## src/ilk_pkg.sv

```systemverilog
/*
 * shared constants for the interlaken transmit path
 * one lane group, 64-bit words, avalon beats of two words
 * crc24 and calendar fields of the control words are always zero
 * no scrambling, framing or meta frame support
 */

`default_nettype none

package ilk_pkg;

   // interlaken word and avalon beat geometry
   localparam int WORD_W    = 64;
   localparam int AVL_WORDS = 2;
   localparam int BEAT_W    = WORD_W * AVL_WORDS;

   // word count per beat, 0 to 2
   localparam int NUM_VALID_W = 2;
   localparam logic [NUM_VALID_W-1:0] NUM_ZERO = 2'd0;
   localparam logic [NUM_VALID_W-1:0] NUM_ONE  = 2'd1;
   localparam logic [NUM_VALID_W-1:0] NUM_TWO  = 2'd2;

   // avalon empty counts empty bytes over the whole beat
   localparam int EMPTY_W = 4;
   // bytes in one word, as an empty value
   localparam logic [EMPTY_W-1:0] WORD_BYTES = 4'd8;

   localparam int CHAN_W = 8;

   // end of packet code
   localparam int EOPBITS_W = 4;
   localparam logic [EOPBITS_W-1:0] EOP_NONE = 4'b0000;
   localparam logic [EOPBITS_W-1:0] EOP_ERR  = 4'b0001;
   // set on a clean eop, low bits then give valid bytes mod 8
   localparam int EOP_VALID_BIT = 3;

   // control word fields
   // bit 63 marks a control word
   localparam int CW_CTRL_BIT = 63;
   // 1 for burst control, 0 for idle control
   localparam int CW_TYPE_BIT = 62;
   localparam int CW_SOP_BIT  = 61;
   localparam int CW_EOP_HI   = 60;
   localparam int CW_EOP_LO   = 57;
   localparam int CW_CHAN_HI  = 39;
   localparam int CW_CHAN_LO  = 32;

   // everything else in a control word stays zero
   // this covers crc24 (23:0) and the calendar bits

endpackage

`default_nettype wire

```

## src/avl_to_ilk_adapter.sv

```systemverilog
/*
 * avalon streaming beat to interlaken beat form, purely combinational
 * empty counts bytes from the low end, word 0 is the upper 64 bits
 * a non-eop beat with an empty other than 0 or 8 yields zero words
 * ready goes straight through, no buffering
 */

`timescale 1ns/1ps
`default_nettype none

module avl_to_ilk_adapter (
   // avalon side
   input  wire  [ilk_pkg::BEAT_W-1:0]      avl_data,
   input  wire                             avl_sop,
   input  wire                             avl_eop,
   input  wire  [ilk_pkg::EMPTY_W-1:0]     avl_empty,
   input  wire                             avl_error,
   input  wire                             avl_valid,
   output logic                            avl_ready,
   // interlaken beat side
   output logic [ilk_pkg::BEAT_W-1:0]      beat_data,
   output logic [ilk_pkg::NUM_VALID_W-1:0] beat_num_valid,
   output logic                            beat_sop,
   output logic [ilk_pkg::EOPBITS_W-1:0]   beat_eopbits,
   output logic                            beat_valid,
   input  wire                             beat_ready
);

   // valid bytes in the last word, only the low bits matter
   logic [ilk_pkg::EMPTY_W-1:0] valid_bytes;
   logic                        eop_err;

   assign valid_bytes = ilk_pkg::WORD_BYTES - avl_empty;
   assign eop_err     = avl_valid & avl_eop & avl_error;

   // word count
   always_comb begin
      beat_num_valid = ilk_pkg::NUM_ZERO;
      if (avl_valid && !avl_eop) begin
         // mid-packet beats must be full or exactly one word
         if (avl_empty == '0) begin
            beat_num_valid = ilk_pkg::NUM_TWO;
         end else if (avl_empty == ilk_pkg::WORD_BYTES) begin
            beat_num_valid = ilk_pkg::NUM_ONE;
         end else begin
            // illegal empty, nothing is taken from the beat
            beat_num_valid = ilk_pkg::NUM_ZERO;
         end
      end else if (avl_valid) begin
         // last beat, second word only when empty leaves bytes in it
         if (avl_empty < ilk_pkg::WORD_BYTES) begin
            beat_num_valid = ilk_pkg::NUM_TWO;
         end else begin
            beat_num_valid = ilk_pkg::NUM_ONE;
         end
      end
   end

   // end of packet code
   always_comb begin
      beat_eopbits = ilk_pkg::EOP_NONE;
      if (eop_err) begin
         beat_eopbits = ilk_pkg::EOP_ERR;
      end else if (avl_valid && avl_eop) begin
         // 8 minus empty, taken mod 8, so a full word reads as 000
         beat_eopbits[ilk_pkg::EOP_VALID_BIT] = 1'b1;
         beat_eopbits[ilk_pkg::EOP_VALID_BIT-1:0] =
            valid_bytes[ilk_pkg::EOP_VALID_BIT-1:0];
      end
   end

   // payload and handshake go through untouched
   assign beat_data  = avl_data;
   assign beat_sop   = avl_sop;
   assign beat_valid = avl_valid;
   assign avl_ready  = beat_ready;

endmodule

`default_nettype wire

```

## src/ilk_word_serializer.sv

```systemverilog
/*
 * splits a two-word beat into single 64-bit words
 * one beat is held at a time, the next is taken with the last word
 * sop rides on the first word, the eop code on the last one
 * beats with a word count of zero are accepted and dropped
 */

`timescale 1ns/1ps
`default_nettype none

module ilk_word_serializer (
   input  wire                             clk,
   input  wire                             arst_n,
   // beat input
   input  wire  [ilk_pkg::BEAT_W-1:0]      beat_data,
   input  wire  [ilk_pkg::NUM_VALID_W-1:0] beat_num_valid,
   input  wire                             beat_sop,
   input  wire  [ilk_pkg::EOPBITS_W-1:0]   beat_eopbits,
   input  wire                             beat_valid,
   output logic                            beat_ready,
   // channel of the packet, sampled with its sop beat
   input  wire  [ilk_pkg::CHAN_W-1:0]      avl_channel,
   // word output
   output logic [ilk_pkg::WORD_W-1:0]      word_data,
   output logic                            word_sop,
   output logic [ilk_pkg::EOPBITS_W-1:0]   word_eopbits,
   output logic [ilk_pkg::CHAN_W-1:0]      word_channel,
   output logic                            word_valid,
   input  wire                             word_ready
);

   // control state
   logic                            full_q;
   logic                            idx_q;
   // held beat
   logic [ilk_pkg::BEAT_W-1:0]      data_q;
   logic [ilk_pkg::NUM_VALID_W-1:0] num_q;
   logic                            sop_q;
   logic [ilk_pkg::EOPBITS_W-1:0]   eop_q;
   logic [ilk_pkg::CHAN_W-1:0]      chan_q;

   logic last_word;
   logic word_take;
   logic beat_take;
   logic beat_load;

   // a held beat always has one or two words
   assign last_word = idx_q | (num_q == ilk_pkg::NUM_ONE);
   assign word_take = full_q & word_ready;

   // free, or the last word leaves on this edge
   assign beat_ready = ~full_q | (word_take & last_word);
   assign beat_take  = beat_valid & beat_ready;
   // empty beats are swallowed here
   assign beat_load  = beat_take & (beat_num_valid != ilk_pkg::NUM_ZERO);

   always_ff @(posedge clk or negedge arst_n) begin
      if (!arst_n) begin
         full_q <= 1'b0;
         idx_q  <= 1'b0;
      end else begin
         if (beat_load) begin
            full_q <= 1'b1;
            idx_q  <= 1'b0;
         end else if (word_take) begin
            if (last_word) begin
               full_q <= 1'b0;
               idx_q  <= 1'b0;
            end else begin
               idx_q <= 1'b1;
            end
         end
      end
   end

   always_ff @(posedge clk) begin
      if (beat_load) begin
         data_q <= beat_data;
         num_q  <= beat_num_valid;
         sop_q  <= beat_sop;
         eop_q  <= beat_eopbits;
      end
      // channel stays for the rest of the packet
      if (beat_take && beat_sop) begin
         chan_q <= avl_channel;
      end
   end

   // word 0 is the upper half of the beat
   assign word_data = idx_q ? data_q[ilk_pkg::WORD_W-1:0]
                            : data_q[ilk_pkg::BEAT_W-1:ilk_pkg::WORD_W];

   assign word_sop     = sop_q & ~idx_q;
   assign word_eopbits = last_word ? eop_q : ilk_pkg::EOP_NONE;
   assign word_channel = chan_q;
   assign word_valid   = full_q;

endmodule

`default_nettype wire

```

## src/ilk_ctrl_word_inserter.sv

```systemverilog
/*
 * puts a burst control word before each packet and an idle control
 * word with the eop code after it, data words pass with tx_ctrl low
 * a packet is one burst of any length, crc24 is sent as zero
 * output is one register stage with a valid/ready handshake
 */

`timescale 1ns/1ps
`default_nettype none

module ilk_ctrl_word_inserter (
   input  wire                           clk,
   input  wire                           arst_n,
   // word input
   input  wire  [ilk_pkg::WORD_W-1:0]    word_data,
   input  wire                           word_sop,
   input  wire  [ilk_pkg::EOPBITS_W-1:0] word_eopbits,
   input  wire  [ilk_pkg::CHAN_W-1:0]    word_channel,
   input  wire                           word_valid,
   output logic                          word_ready,
   // transmit output
   output logic [ilk_pkg::WORD_W-1:0]    tx_data,
   output logic                          tx_ctrl,
   output logic                          tx_valid,
   input  wire                           tx_ready
);

   // st_burst means the burst word went out and the sop word waits
   // st_idle means the idle word after a packet still has to go out
   typedef enum logic [1:0] {
      ST_DATA,
      ST_BURST,
      ST_IDLE
   } state_t;

   state_t state_q;
   state_t state_d;

   logic                          out_free;
   logic                          load;
   logic                          load_ctrl;
   logic [ilk_pkg::WORD_W-1:0]    load_data;
   logic                          eop_hold;
   logic [ilk_pkg::EOPBITS_W-1:0] eop_q;
   logic [ilk_pkg::WORD_W-1:0]    burst_cw;
   logic [ilk_pkg::WORD_W-1:0]    idle_cw;

   // output register can take a new word
   assign out_free = ~tx_valid | tx_ready;

   // control word images
   always_comb begin
      burst_cw = '0;
      burst_cw[ilk_pkg::CW_CTRL_BIT] = 1'b1;
      burst_cw[ilk_pkg::CW_TYPE_BIT] = 1'b1;
      burst_cw[ilk_pkg::CW_SOP_BIT]  = 1'b1;
      burst_cw[ilk_pkg::CW_CHAN_HI:ilk_pkg::CW_CHAN_LO] = word_channel;

      // idle type is bit 62 left at zero
      idle_cw = '0;
      idle_cw[ilk_pkg::CW_CTRL_BIT] = 1'b1;
      idle_cw[ilk_pkg::CW_EOP_HI:ilk_pkg::CW_EOP_LO] = eop_q;
   end

   // sequencing
   always_comb begin
      state_d    = state_q;
      word_ready = 1'b0;
      load       = 1'b0;
      load_ctrl  = 1'b0;
      load_data  = word_data;
      eop_hold   = 1'b0;
      case (state_q)
         ST_DATA: begin
            if (word_valid && out_free) begin
               if (word_sop) begin
                  // sop word is held back behind its burst word
                  load      = 1'b1;
                  load_ctrl = 1'b1;
                  load_data = burst_cw;
                  state_d   = ST_BURST;
               end else begin
                  word_ready = 1'b1;
                  load       = 1'b1;
                  if (word_eopbits != ilk_pkg::EOP_NONE) begin
                     eop_hold = 1'b1;
                     state_d  = ST_IDLE;
                  end
               end
            end
         end
         ST_BURST: begin
            // pass the waiting sop word
            word_ready = out_free;
            if (word_valid && out_free) begin
               load = 1'b1;
               if (word_eopbits != ilk_pkg::EOP_NONE) begin
                  eop_hold = 1'b1;
                  state_d  = ST_IDLE;
               end else begin
                  state_d = ST_DATA;
               end
            end
         end
         ST_IDLE: begin
            // no input taken until the idle word is out
            if (out_free) begin
               load      = 1'b1;
               load_ctrl = 1'b1;
               load_data = idle_cw;
               state_d   = ST_DATA;
            end
         end
         default: begin
            state_d = ST_DATA;
         end
      endcase
   end

   always_ff @(posedge clk or negedge arst_n) begin
      if (!arst_n) begin
         state_q  <= ST_DATA;
         tx_valid <= 1'b0;
      end else begin
         state_q <= state_d;
         if (out_free) begin
            tx_valid <= load;
         end
      end
   end

   always_ff @(posedge clk) begin
      if (load) begin
         tx_data <= load_data;
         tx_ctrl <= load_ctrl;
      end
      // code of the packet just closed
      if (eop_hold) begin
         eop_q <= word_eopbits;
      end
   end

endmodule

`default_nettype wire

```

## src/ilk_tx_subsystem.sv

```systemverilog
/*
 * interlaken transmit path for one lane group
 * avalon beats in, 64-bit words with a control flag out
 * latency varies with packet shape and back-pressure
 */

`timescale 1ns/1ps
`default_nettype none

module ilk_tx_subsystem (
   input  wire                           clk,
   input  wire                           arst_n,
   // avalon streaming input
   input  wire  [ilk_pkg::BEAT_W-1:0]    avl_data,
   input  wire                           avl_sop,
   input  wire                           avl_eop,
   input  wire  [ilk_pkg::EMPTY_W-1:0]   avl_empty,
   input  wire                           avl_error,
   input  wire                           avl_valid,
   input  wire  [ilk_pkg::CHAN_W-1:0]    avl_channel,
   output logic                          avl_ready,
   // word stream output
   output logic [ilk_pkg::WORD_W-1:0]    tx_data,
   output logic                          tx_ctrl,
   output logic                          tx_valid,
   input  wire                           tx_ready
);

   // adapter to serializer
   logic [ilk_pkg::BEAT_W-1:0]      beat_data;
   logic [ilk_pkg::NUM_VALID_W-1:0] beat_num_valid;
   logic                            beat_sop;
   logic [ilk_pkg::EOPBITS_W-1:0]   beat_eopbits;
   logic                            beat_valid;
   logic                            beat_ready;

   // serializer to inserter
   logic [ilk_pkg::WORD_W-1:0]      word_data;
   logic                            word_sop;
   logic [ilk_pkg::EOPBITS_W-1:0]   word_eopbits;
   logic [ilk_pkg::CHAN_W-1:0]      word_channel;
   logic                            word_valid;
   logic                            word_ready;

   avl_to_ilk_adapter i_avl_to_ilk_adapter (
      .avl_data       (avl_data),
      .avl_sop        (avl_sop),
      .avl_eop        (avl_eop),
      .avl_empty      (avl_empty),
      .avl_error      (avl_error),
      .avl_valid      (avl_valid),
      .avl_ready      (avl_ready),
      .beat_data      (beat_data),
      .beat_num_valid (beat_num_valid),
      .beat_sop       (beat_sop),
      .beat_eopbits   (beat_eopbits),
      .beat_valid     (beat_valid),
      .beat_ready     (beat_ready)
   );

   // channel bypasses the adapter, sampled on the sop beat
   ilk_word_serializer i_ilk_word_serializer (
      .clk            (clk),
      .arst_n         (arst_n),
      .beat_data      (beat_data),
      .beat_num_valid (beat_num_valid),
      .beat_sop       (beat_sop),
      .beat_eopbits   (beat_eopbits),
      .beat_valid     (beat_valid),
      .beat_ready     (beat_ready),
      .avl_channel    (avl_channel),
      .word_data      (word_data),
      .word_sop       (word_sop),
      .word_eopbits   (word_eopbits),
      .word_channel   (word_channel),
      .word_valid     (word_valid),
      .word_ready     (word_ready)
   );

   ilk_ctrl_word_inserter i_ilk_ctrl_word_inserter (
      .clk            (clk),
      .arst_n         (arst_n),
      .word_data      (word_data),
      .word_sop       (word_sop),
      .word_eopbits   (word_eopbits),
      .word_channel   (word_channel),
      .word_valid     (word_valid),
      .word_ready     (word_ready),
      .tx_data        (tx_data),
      .tx_ctrl        (tx_ctrl),
      .tx_valid       (tx_valid),
      .tx_ready       (tx_ready)
   );

endmodule

`default_nettype wire

```

## config.mk

```make
export PLATFORM = sky130hd
export DESIGN_NAME = ilk_tx_subsystem
export DESIGN_NICKNAME = d
export VERILOG_FILES = /design/src/ilk_pkg.sv /design/src/avl_to_ilk_adapter.sv /design/src/ilk_word_serializer.sv /design/src/ilk_ctrl_word_inserter.sv /design/src/ilk_tx_subsystem.sv
export SDC_FILE = /design/constraint.sdc
export NUM_CORES = 1
export LEC_CHECK = 0
export ABC_CLOCK_PERIOD_IN_PS = 7500
export BUFFER_PORTS_ARGS = -buffer_cell sky130_fd_sc_hd__buf_2
export CORE_ASPECT_RATIO = 2
export CORE_MARGIN = 2
export CORE_UTILIZATION = 47
export CTS_CLUSTER_DIAMETER = 60
export DETAILED_ROUTE_END_ITERATION = 10
export PLACE_DENSITY = 0.8
export SYNTH_ARGS = -nofsm -noshare
export SYNTH_HDL_FRONTEND = slang
export SYNTH_SLANG_ARGS = --single-unit
```

## constraint.sdc

```tcl
create_clock -name clk -period 7.5 [get_ports clk]
set_input_delay 0.75 -clock clk [delete_from_list [all_inputs] [get_ports clk]]
set_output_delay 0.75 -clock clk [all_outputs]
set_load 0.02 [all_outputs]
```

==> impl_metrics.yaml, run 1 <==
setup_path:
  cp_max_fo: 35
  critPathArrivalTime_ns: 2.75
  reg2reg_slack_ns: 4.14
  critPathKind: "flop to output pin"
  start_kind: "flop"
  cp.required_ns: 6.75
  end_kind: "output pin"
placed_design:
  placed_cells: 829
  dp_hpwl_um: 10100
  gp_congestion: 0.809
  placed_cell_area_sq_mm: 0.00916
  io_buffers: 213
final_layout:
  insertedDiodeCount: 0
  drive_above_1_share_pct: 39.3
  nNetsFinal: 791
  area_delta_synth_final_pct: 24.8
  fin_cells: 861
  fin_area_sq_mm: 0.00985
drt:
  first_pass_iters: 4
  first_iter_violations: 154
  drc: 0
  viasPerCell: 5.03
  via_count: 4329
  antenna_left: 0
  wl_met3_um: 1430
  routedWlPerCell_um: 17.5
  dr_wl_met2_um: 7310
  highest_layer: "met4"
  routed_wl_um: 15100
  wl_met1_um: 5940
cts:
  htree_levels: 1
  clk_path_buf_depth: 3
  cts_tree: "yes"
  root_buffer: "clkbuf_16"
  postCtsHoldBufs: 0
  cts_resized: 0
  clock_latency_ns: 0.47
  numCtsBuffers: 19
  cts_setup_buffers: 0
  clock_sinks: 217
  path_clk_slew_ns: 0.07
floorplan:
  num_rows: 67
  die-area_sq_mm: 0.0179
  die_y_um: 187
  chipWidth_um: 95.6
  initial_core_util_pct: 47.6
  coreArea_sq_mm: 0.0166
  ios: 214
sta:
  rsz0062_at_grt: "false"
  max_freq_mhz: 286
  hold_viol_final: 0
  hold_slack_ns: 0.0872
  slew_headroom_pct: 38.8
  drv_slew: 0
  setup_viol: 0
  fin_crit_ns: 3.50
  fin_tns_setup_ns: 0
  skew_ns: 0.00666
  worst_pin_slew_ns: 0.918
  timing.final.crit_share_pct: 46.6
power:
  ir_drop_mv: 0.286
  power.total_mw: 4.12
  leakage_nw: 3.89
  power_density_mw_per_mm2: 419
yosys:
  synth_seq_cells: 217
  synthesis.nets: 568
  synth_area_sq_mm: 0.00790
  async_flop_share_pct: 2.30
  synth_area_per_cell_sq_um: 18.8
  synth_warnings: 0
  synth_edf_count: 212
  yosysSeqAreaShare_pct: 82.2
  synth_flop_cell: "edfxtp_1"
  syn_inst: 420
  synth_cell_types: 30
hold_path:
  min_path_type: "input port to asynchronous set/reset pin"
job:
  maxCapViolCount: 0
grt:
  grt_pass1_wl_um: 22400
  track_usage_pct: 16.5
  antenna_found_initial: 0
  gr-total-overflow: 0
  grt_max_degree: 69
  grt_pass1_vias: 4320
status:
  status: "complete, no violations"
## cell usage in the layout, fill, tap and decap left out, types with 2 or more instances in the layout
master	n
a21oi_1	2
a21oi_4	2
and3_1	2
buf_2	213
buf_4	5
bufinv_16	6
clkbuf_16	19
clkinv_1	2
clkinv_2	2
clkinv_4	2
dfrtp_1	4
edfxtp_1	212
inv_1	4
mux2i_1	63
nand2_1	16
nand2b_1	3
nand3_1	2
nor2_1	55
nor2b_1	8
nor4_1	2
o21ai_0	3
o31ai_1	12
## report_power, final
part | internal (mW) | total [mW] | switching, mW
combinational | 0.361 | 1.12 | 0.754
sequential | 1.79 | 1.93 | 0.140
clock | 0.671 | 1.07 | 0.404
total | 2.82 | 4.12 | 1.30
## stage by stage
| stage | utilization (%) | setup slack [ns] |
|---|---|---|
| 2_1_floorplan | - | 1.98 |
| 3_3_place_gp | 55.2 | 4.24 |
| 3_5_place_dp | 55.2 | 4.12 |
| 4_1_cts | 59.3 | 3.93 |
| 5_1_grt | 59.3 | 3.80 |
| 6_report | 59.3 | 4.00 |
## cell type report
cell class | count | area [sq um]
repair buffers | 218 | 1100
clock inverters | 12 | 215
fillers | 1247 | 6750
clock buffers | 20 | 479
multi-input cells | 183 | 1280
inverters | 4 | 15.0
flip-flops and latches | 217 | 6490
well taps | 207 | 259
## path summary, 6_finish.rpt
kind                                                   endpoint                             startpoint  cells after the start
min                            i_ilk_word_serializer.word_valid                                 arst_n                      1
max                                                   avl_ready            i_ilk_word_serializer.idx_q                      4
max in group asynchronous           i_ilk_word_serializer.idx_q                                 arst_n                      1
min reg2reg                i_ilk_ctrl_word_inserter.tx_data[36]  i_ilk_word_serializer.word_channel[4]                      2
max reg2reg                   i_ilk_word_serializer.data_q[111]            i_ilk_word_serializer.idx_q                      6
min in group clk               i_ilk_word_serializer.data_q[51]                           avl_data[51]                      1
## layer usage
metal | up-vias | GRT usage (%)
met1 | 2033 | 22.0
met4 | 0 | 5.16
li1 | 2042 | -
met3 | 31 | 3.79
met2 | 223 | 26.8
met5 | - | 0
## synth_stat cells (2+ instances only)
cell | count | area [sq um]
edfxtp_1 | 212 | 6370
mux2i_1 | 63 | 631
nor2_1 | 55 | 206
nand2_1 | 16 | 60.1
o31ai_1 | 12 | 90.1
nor2b_1 | 8 | 50.1
buf_4 | 7 | 52.6
buf_6 | 5 | 56.3
dfrtp_1 | 5 | 125
a21oi_1 | 4 | 20.0
buf_2 | 4 | 20.0
inv_1 | 4 | 15.0
nand2b_1 | 3 | 18.8
o21ai_0 | 3 | 15.0
and3_1 | 2 | 12.5
nand3_1 | 2 | 10.0
nor4_1 | 2 | 12.5
## critical path: stages (launching register included)
cell and delay [ns]:
dfrtp_4 0.83, buf_4 0.60, a21oi_1 0.23, o41ai_2 0.34, buf_2 0.25
## state kept, by name (all words and copies together) (netlist names)
signal	flops
i_ilk_ctrl_word_inserter.eop_q	4
i_ilk_ctrl_word_inserter.state_q	2
i_ilk_ctrl_word_inserter.tx_ctrl	1
i_ilk_ctrl_word_inserter.tx_data	64
i_ilk_ctrl_word_inserter.tx_valid	1
i_ilk_word_serializer.data_q	128
i_ilk_word_serializer.eop_q	4
i_ilk_word_serializer.idx_q	1
i_ilk_word_serializer.num_q	2
i_ilk_word_serializer.sop_q	1
i_ilk_word_serializer.word_channel	8
i_ilk_word_serializer.word_valid	1
## cells by family (layout without fill, tap and decap cells)
kind of cell / count (synthesis) / after routing / synth area share, %
buffers and inverters: 20 / 254 / 1.82
AO/OA/AOI/OAI: 24 / 24 / 2.33
AND/OR/NAND/NOR: 95 / 95 / 5.48
adder cells (fa/ha/maj): 1 / 1 / 0.158
multiplexers: 63 / 63 / 7.99
flip-flops: 217 / 217 / 82.2
(Power assumes the default switching activity.)
==> run 2: changes to the inputs <==
--- a/config.mk
+++ b/config.mk
@@ -5,7 +5,7 @@
 export SDC_FILE = /design/constraint.sdc
 export NUM_CORES = 1
 export LEC_CHECK = 0
-export ABC_CLOCK_PERIOD_IN_PS = 7500
+export ABC_CLOCK_PERIOD_IN_PS = 2800
 export BUFFER_PORTS_ARGS = -buffer_cell sky130_fd_sc_hd__buf_2
 export CORE_ASPECT_RATIO = 2
 export CORE_MARGIN = 2
==> constraint.sdc (replaced) <==
create_clock -name clk -period 2.8 [get_ports clk]
set_input_delay 0.28 -clock clk [delete_from_list [all_inputs] [get_ports clk]]
set_output_delay 0.28 -clock clk [all_outputs]
set_load 0.02 [all_outputs]
==> impl_metrics.yaml, run 2 (same netlist as run 1, synthesis figures left out) <==
drt:
  routedWlPerCell_um: 18.9
  antenna_left: 0
  routed_wl_um: 19100
  first_iter_violations: 236
  first_pass_iters: 4
  drc: 0
  via_count: 5067
  viasPerCell: 5.03
final_layout:
  final_util_pct: 67.5
  area_delta_synth_final_pct: 42.0
  top_register: "i_ilk_word_serializer.data_q"
  drive_above_1_share_pct: 33.0
  final_common_cell: "buf_2"
  nNetsFinal: 934
  largest_reg_flops: 128
  final_cell_mix: "213 x buf_2, 212 x edfxtp_1, 138 x dlygate4sd3_1"
  fin_area_sq_mm: 0.0112
floorplan:
  die_y_um: 187
  chipWidth_um: 95.6
  coreArea_sq_mm: 0.0166
  num_rows: 67
  ios: 214
  initial_core_util_pct: 47.6
  die-area_sq_mm: 0.0179
setup_path:
  path_common_cell: "nand2b_1"
  worstPathCellList: "nand2b_1 > nor3_2 > nand2b_1 > a21oi_4 > buf_4"
  critPathArrivalTime_ns: 2.33
  end_kind: "flop"
  cp_slowest_cell: "dfrtp_1"
  start_kind: "flop"
  path_buf_inv: 1
  critPathKind: "flop to flop"
  cpPeakStageDelay_ns: 0.51
  cp.required_ns: 2.92
  cp_max_fo: 42
  cp_top_family: "simple AND/OR/NAND/NOR gates"
grt:
  antenna_found_initial: 1
  gr-total-overflow: 0
  grt_max_degree: 75
  track_usage_pct: 21.2
  grt_pass1_wl_um: 28700
  grt_pass1_vias: 5450
placed_design:
  dp_hpwl_um: 10600
  gp_congestion: 0.783
  placed_cell_area_sq_mm: 0.00923
  post-place-ws_ns: 0.651
  io_buffers: 213
sta:
  skew_ns: 0.00835
  final.setup.worst_slack_ns: 0.593
  timing.final.crit_share_pct: 78.8
  rsz0062_at_grt: "false"
  max_freq_mhz: 453
  setup_viol: 0
  drv_slew: 0
  fin_tns_setup_ns: 0
  worst_pin_slew_ns: 0.744
  fin_crit_ns: 2.21
  slew_headroom_pct: 50.4
  hold_viol_final: 0
cts:
  path_clk_slew_ns: 0.07
  root_buffer: "clkbuf_16"
  cts_setup_buffers: 0
  cts_tree: "yes"
  clock_sinks: 217
  clk_path_buf_depth: 3
  cts_resized: 0
  numCtsBuffers: 19
  htree_levels: 1
  clock_latency_ns: 0.48
power:
  power.total_mw: 11.1
  leakage_nw: 4.46
  ir_drop_mv: 0.707
  power_density_mw_per_mm2: 986
job:
  maxCapViolCount: 0
hold_path:
  min_path_type: "input port to flop"
status:
  status: "complete, no violations"
[run 2: cell count changes in the layout (fill, tap and decap cells not counted), moves of 2 or more]
cell,change
buf_12,+2
buf_4,+3
bufinv_16,-4
clkbuf_1,+3
clkinv_2,+2
dlygate4sd3_1,+138
[run 2: path summary, 6_finish.rpt]
check / cells past startpoint / slack, ns / end / start
min reg2reg: 2 / 0.53 / i_ilk_ctrl_word_inserter.tx_data[37] / i_ilk_word_serializer.word_channel[5]
min: 2 / 0.1 / i_ilk_word_serializer.num_q[1] / avl_empty[3]
max reg2reg: 5 / 0.59 / i_ilk_word_serializer.data_q[120] / i_ilk_word_serializer.word_valid
min in group asynchronous: 2 / 0.16 / i_ilk_word_serializer.word_valid / arst_n
max: 5 / 0.59 / i_ilk_word_serializer.data_q[120] / i_ilk_word_serializer.word_valid
max in group asynchronous: 2 / 2.48 / i_ilk_word_serializer.idx_q / arst_n
[run 2: through the flow]
step	cells	hold WS [ns]
after global placement	834	0.107
after detailed placement	834	0.107
final	1007	0.0978
after floorplan	420	-0.0156
after CTS	1006	0.0752
after global routing	1007	0.0816
[run 2: layer usage]
layer / GRT usage (%) / share of wire [%]
met5: 0 / 0
met4: 5.44 / 1.9
met2: 37.9 / 53
met1: 25.2 / 37
met3: 4.71 / 7.9
[run 2: layout make-up]
class                      instances  area [sq um]
fill                            1075          5390
multi-input combinational        183          1290
tap                              207           259
inverter                           4          15.0
clock inverter                    11           113
clock buffer                      23           490
timing repair buffer             361          2550
antenna                            1          2.50
sequential                       217          6500
[run 2: report_power, final]
group	switching [mW]	internal, mW	total (mW)
clock	1.11	1.45	2.56
combinational	2.20	1.16	3.36
sequential	0.344	4.80	5.14
[run 2: what timing repair did]
item,CTS,global route
setup endpoints to repair,0,0
hold buffers,138,0
endpoints found under the hold margin,142,0
==> run 3: changes to the inputs <==
--- a/config.mk
+++ b/config.mk
@@ -5,14 +5,15 @@
 export SDC_FILE = /design/constraint.sdc
 export NUM_CORES = 1
 export LEC_CHECK = 0
-export ABC_CLOCK_PERIOD_IN_PS = 2800
+export ABC_AREA = 1
+export ABC_CLOCK_PERIOD_IN_PS = 1800
 export BUFFER_PORTS_ARGS = -buffer_cell sky130_fd_sc_hd__buf_2
 export CORE_ASPECT_RATIO = 2
 export CORE_MARGIN = 2
 export CORE_UTILIZATION = 47
 export CTS_CLUSTER_DIAMETER = 60
 export DETAILED_ROUTE_END_ITERATION = 10
-export PLACE_DENSITY = 0.8
+export PLACE_DENSITY = 0.79
 export SYNTH_ARGS = -nofsm -noshare
 export SYNTH_HDL_FRONTEND = slang
 export SYNTH_SLANG_ARGS = --single-unit
==> constraint.sdc (replaced) <==
create_clock -name clk -period 1.8 [get_ports clk]
set_input_delay 0.18 -clock clk [delete_from_list [all_inputs] [get_ports clk]]
set_output_delay 0.18 -clock clk [all_outputs]
set_load 0.02 [all_outputs]
==> impl_metrics.yaml, run 3 <==
floorplan:
  ios: 214
  initial_core_util_pct: 47.9
  chipWidth_um: 96.2
  die_y_um: 188
  die-area_sq_mm: 0.0181
  coreArea_sq_mm: 0.0167
  num_rows: 67
yosys:
  synth_area_sq_mm: 0.00799
  synth_seq_cells: 217
  synth_top_area_share_pct: 79.7
  yosysTopAreaCell: "edfxtp_1"
  yosysMostFrequentCell: "edfxtp_1"
  synthesis.nets: 650
  synth_area_per_cell_sq_um: 15.9
  synth_flop_cell: "edfxtp_1"
  syn_inst: 502
  async_flop_share_pct: 2.30
  ys_top_cells_by_count: "212 x edfxtp_1, 133 x nand2_1, 34 x a21oi_1"
  synth_edf_count: 212
  synth.area.top_cells: "edfxtp_1 80%, nand2_1 6.3%, a21oi_1 2.1%, a21oi_2 2.1%, mux2i_1 1.6%"
  yosysSeqAreaShare_pct: 81.3
  synth_cell_types: 28
  synth_warnings: 0
final_layout:
  final_cell_mix: "212 x edfxtp_1, 212 x buf_2, 140 x dlygate4sd3_1"
  top_register: "i_ilk_word_serializer.data_q"
  multi_input_area_sq_mm: 0.00130
  nNetsFinal: 1029
  seqCellArea_sq_mm: 0.00649
  area_delta_synth_final_pct: 44.7
  largest_reg_flops: 128
  drive_above_1_share_pct: 35.4
  fin_cells: 1104
  nFillCells: 1039
setup_path:
  worstReg2RegStart: "i_ilk_ctrl_word_inserter.state_q[1]"
  cp_max_fo: 3
  rr_worst_depth: 7
  critPathKind: "flop to output pin"
  critPathArrivalTime_ns: 1.54
  worstPathCellList: "inv_2 > nand2_2 > nor2_4 > nand3_2 > nand2_2 > buf_6"
  start_kind: "flop"
  r2r-end: "i_ilk_word_serializer.data_q[75]"
  path_common_cell: "nand2_2"
  cpPeakStageDelay_ns: 0.39
  end_kind: "output pin"
  reg2reg_slack_ns: 0.09
  cp.required_ns: 1.62
  cp_slowest_cell: "dfrtp_1"
grt:
  grt_pass1_wl_um: 31300
  track_usage_pct: 23.4
  grt_max_degree: 39
  grt_pass1_vias: 5973
  antenna_found_initial: 4
  gr-total-overflow: 0
drt:
  via_count: 5475
  first_pass_iters: 6
  wl_met3_um: 1050
  wl_met1_um: 7120
  drc: 0
  dr_wl_met2_um: 11800
  first_iter_violations: 415
  highest_layer: "met4"
  antenna_left: 0
  routedWlPerCell_um: 19.0
  viasPerCell: 4.96
  routed_wl_um: 21000
cts:
  htree_levels: 1
  root_buffer: "clkbuf_16"
  clock_latency_ns: 0.49
  path_clk_slew_ns: 0.06
  clock_sinks: 217
  cts_tree: "yes"
  clk_path_buf_depth: 3
  numCtsBuffers: 19
sta:
  fin_crit_ns: 1.72
  drv_slew: 0
  worst_pin_slew_ns: 0.406
  setup_viol: 0
  final.setup.worst_slack_ns: 0.0813
  skew_ns: 0.0184
  slew_headroom_pct: 72.9
  hold_slack_ns: 0.0247
  timing.final.crit_share_pct: 95.5
  max_freq_mhz: 582
  hold_viol_final: 0
power:
  leakage_nw: 4.65
  power_density_mw_per_mm2: 1560
  ir_drop_mv: 1.49
placed_design:
  dp_hpwl_um: 11200
  gp_congestion: 0.843
  post-place-ws_ns: 0.0218
  placed_cells: 925
  io_buffers: 213
job:
  maxCapViolCount: 0
status:
  status: "complete, no violations"
hold_path:
  holdPathStages: 2
  min_path_type: "input port to flop"
  min_to: "i_ilk_word_serializer.eop_q[3]"
  hp-start: "avl_error"
run 3: power by group:
part           total [mW]  switching, mW  internal [mW]
clock                4.14           1.73           2.41
sequential           7.91          0.424           7.48
combinational        6.01           3.98           2.03
run 3: cell type report:
| class | instances | area share, % |
|---|---|---|
| Multi-Input combinational cell | 244 | 11.2 |
| Clock buffer | 21 | 4.27 |
| Tap cell | 207 | 2.24 |
| Sequential cell | 217 | 56.2 |
| Inverter | 22 | 0.736 |
| Antenna cell | 5 | 0.108 |
| Clock inverter | 11 | 1.17 |
| Timing Repair Buffer | 377 | 24.0 |
run 3: repair_timing:
action	CTS	global route
gates resized for setup	1	7
pin swaps	1	2
setup buffers	2	0
hold endpoints to repair	144	0
setup endpoints to repair	9	52
hold buffers	140	0
run 3: worst max path at each step:
| stage | endpoint | slack (ns) | start |
|---|---|---|---|
| global route | i_ilk_word_serializer.data_q[28] | -0.006 | i_ilk_ctrl_word_inserter.state_q[1] |
| CTS | avl_ready | 0.02 | i_ilk_ctrl_word_inserter.state_q[1] |
| floorplan | i_ilk_word_serializer.data_q[0] | -1.69 | i_ilk_ctrl_word_inserter.tx_valid |
| global placement | i_ilk_word_serializer.data_q[51] | 0.07 | i_ilk_ctrl_word_inserter.state_q[1] |
| finish | avl_ready | 0.08 | i_ilk_ctrl_word_inserter.state_q[1] |
| detailed placement | i_ilk_word_serializer.data_q[85] | 0.02 | i_ilk_ctrl_word_inserter.state_q[1] |
run 3: metrics by stage:
| step | instance area (sq um) | util (%) | setup TNS (ns) | total power [mW] |
|---|---|---|---|---|
| floorplan | 8010 | - | -228.40 | 11.6 |
| global placement | 9470 | 56.8 | 0 | 13.4 |
| detailed placement | 9470 | 56.8 | 0 | 13.5 |
| CTS | 11500 | 69.0 | 0 | 17.9 |
| global route | 11600 | 69.3 | -0.0456 | 18.9 |
| finish | 11600 | 69.3 | 0 | 18.1 |
run 3: routing by layer:
layer  vias up  GRT usage (%)
met5         -              0
met4         0           10.8
met3        61           2.96
met2       223           43.3
met1      2628           25.5
li1       2563              -
run 3: cells by family after synthesis:
family          count (synthesis)  share of synthesized area (%)
flops                         217                           81.3
simple gates                  159                           8.20
compound gates                 71                           5.84
buf+inv                        41                           2.88
mux                            13                           1.63
fa+ha+maj                       1                          0.157
run 3: critical path, delay by kind of cell, from the launching register on:
family / cells / cell delay (ns)
DFF: 1 / 0.39
and+or+nand+nor: 4 / 0.44
buffers and inverters: 2 / 0.21
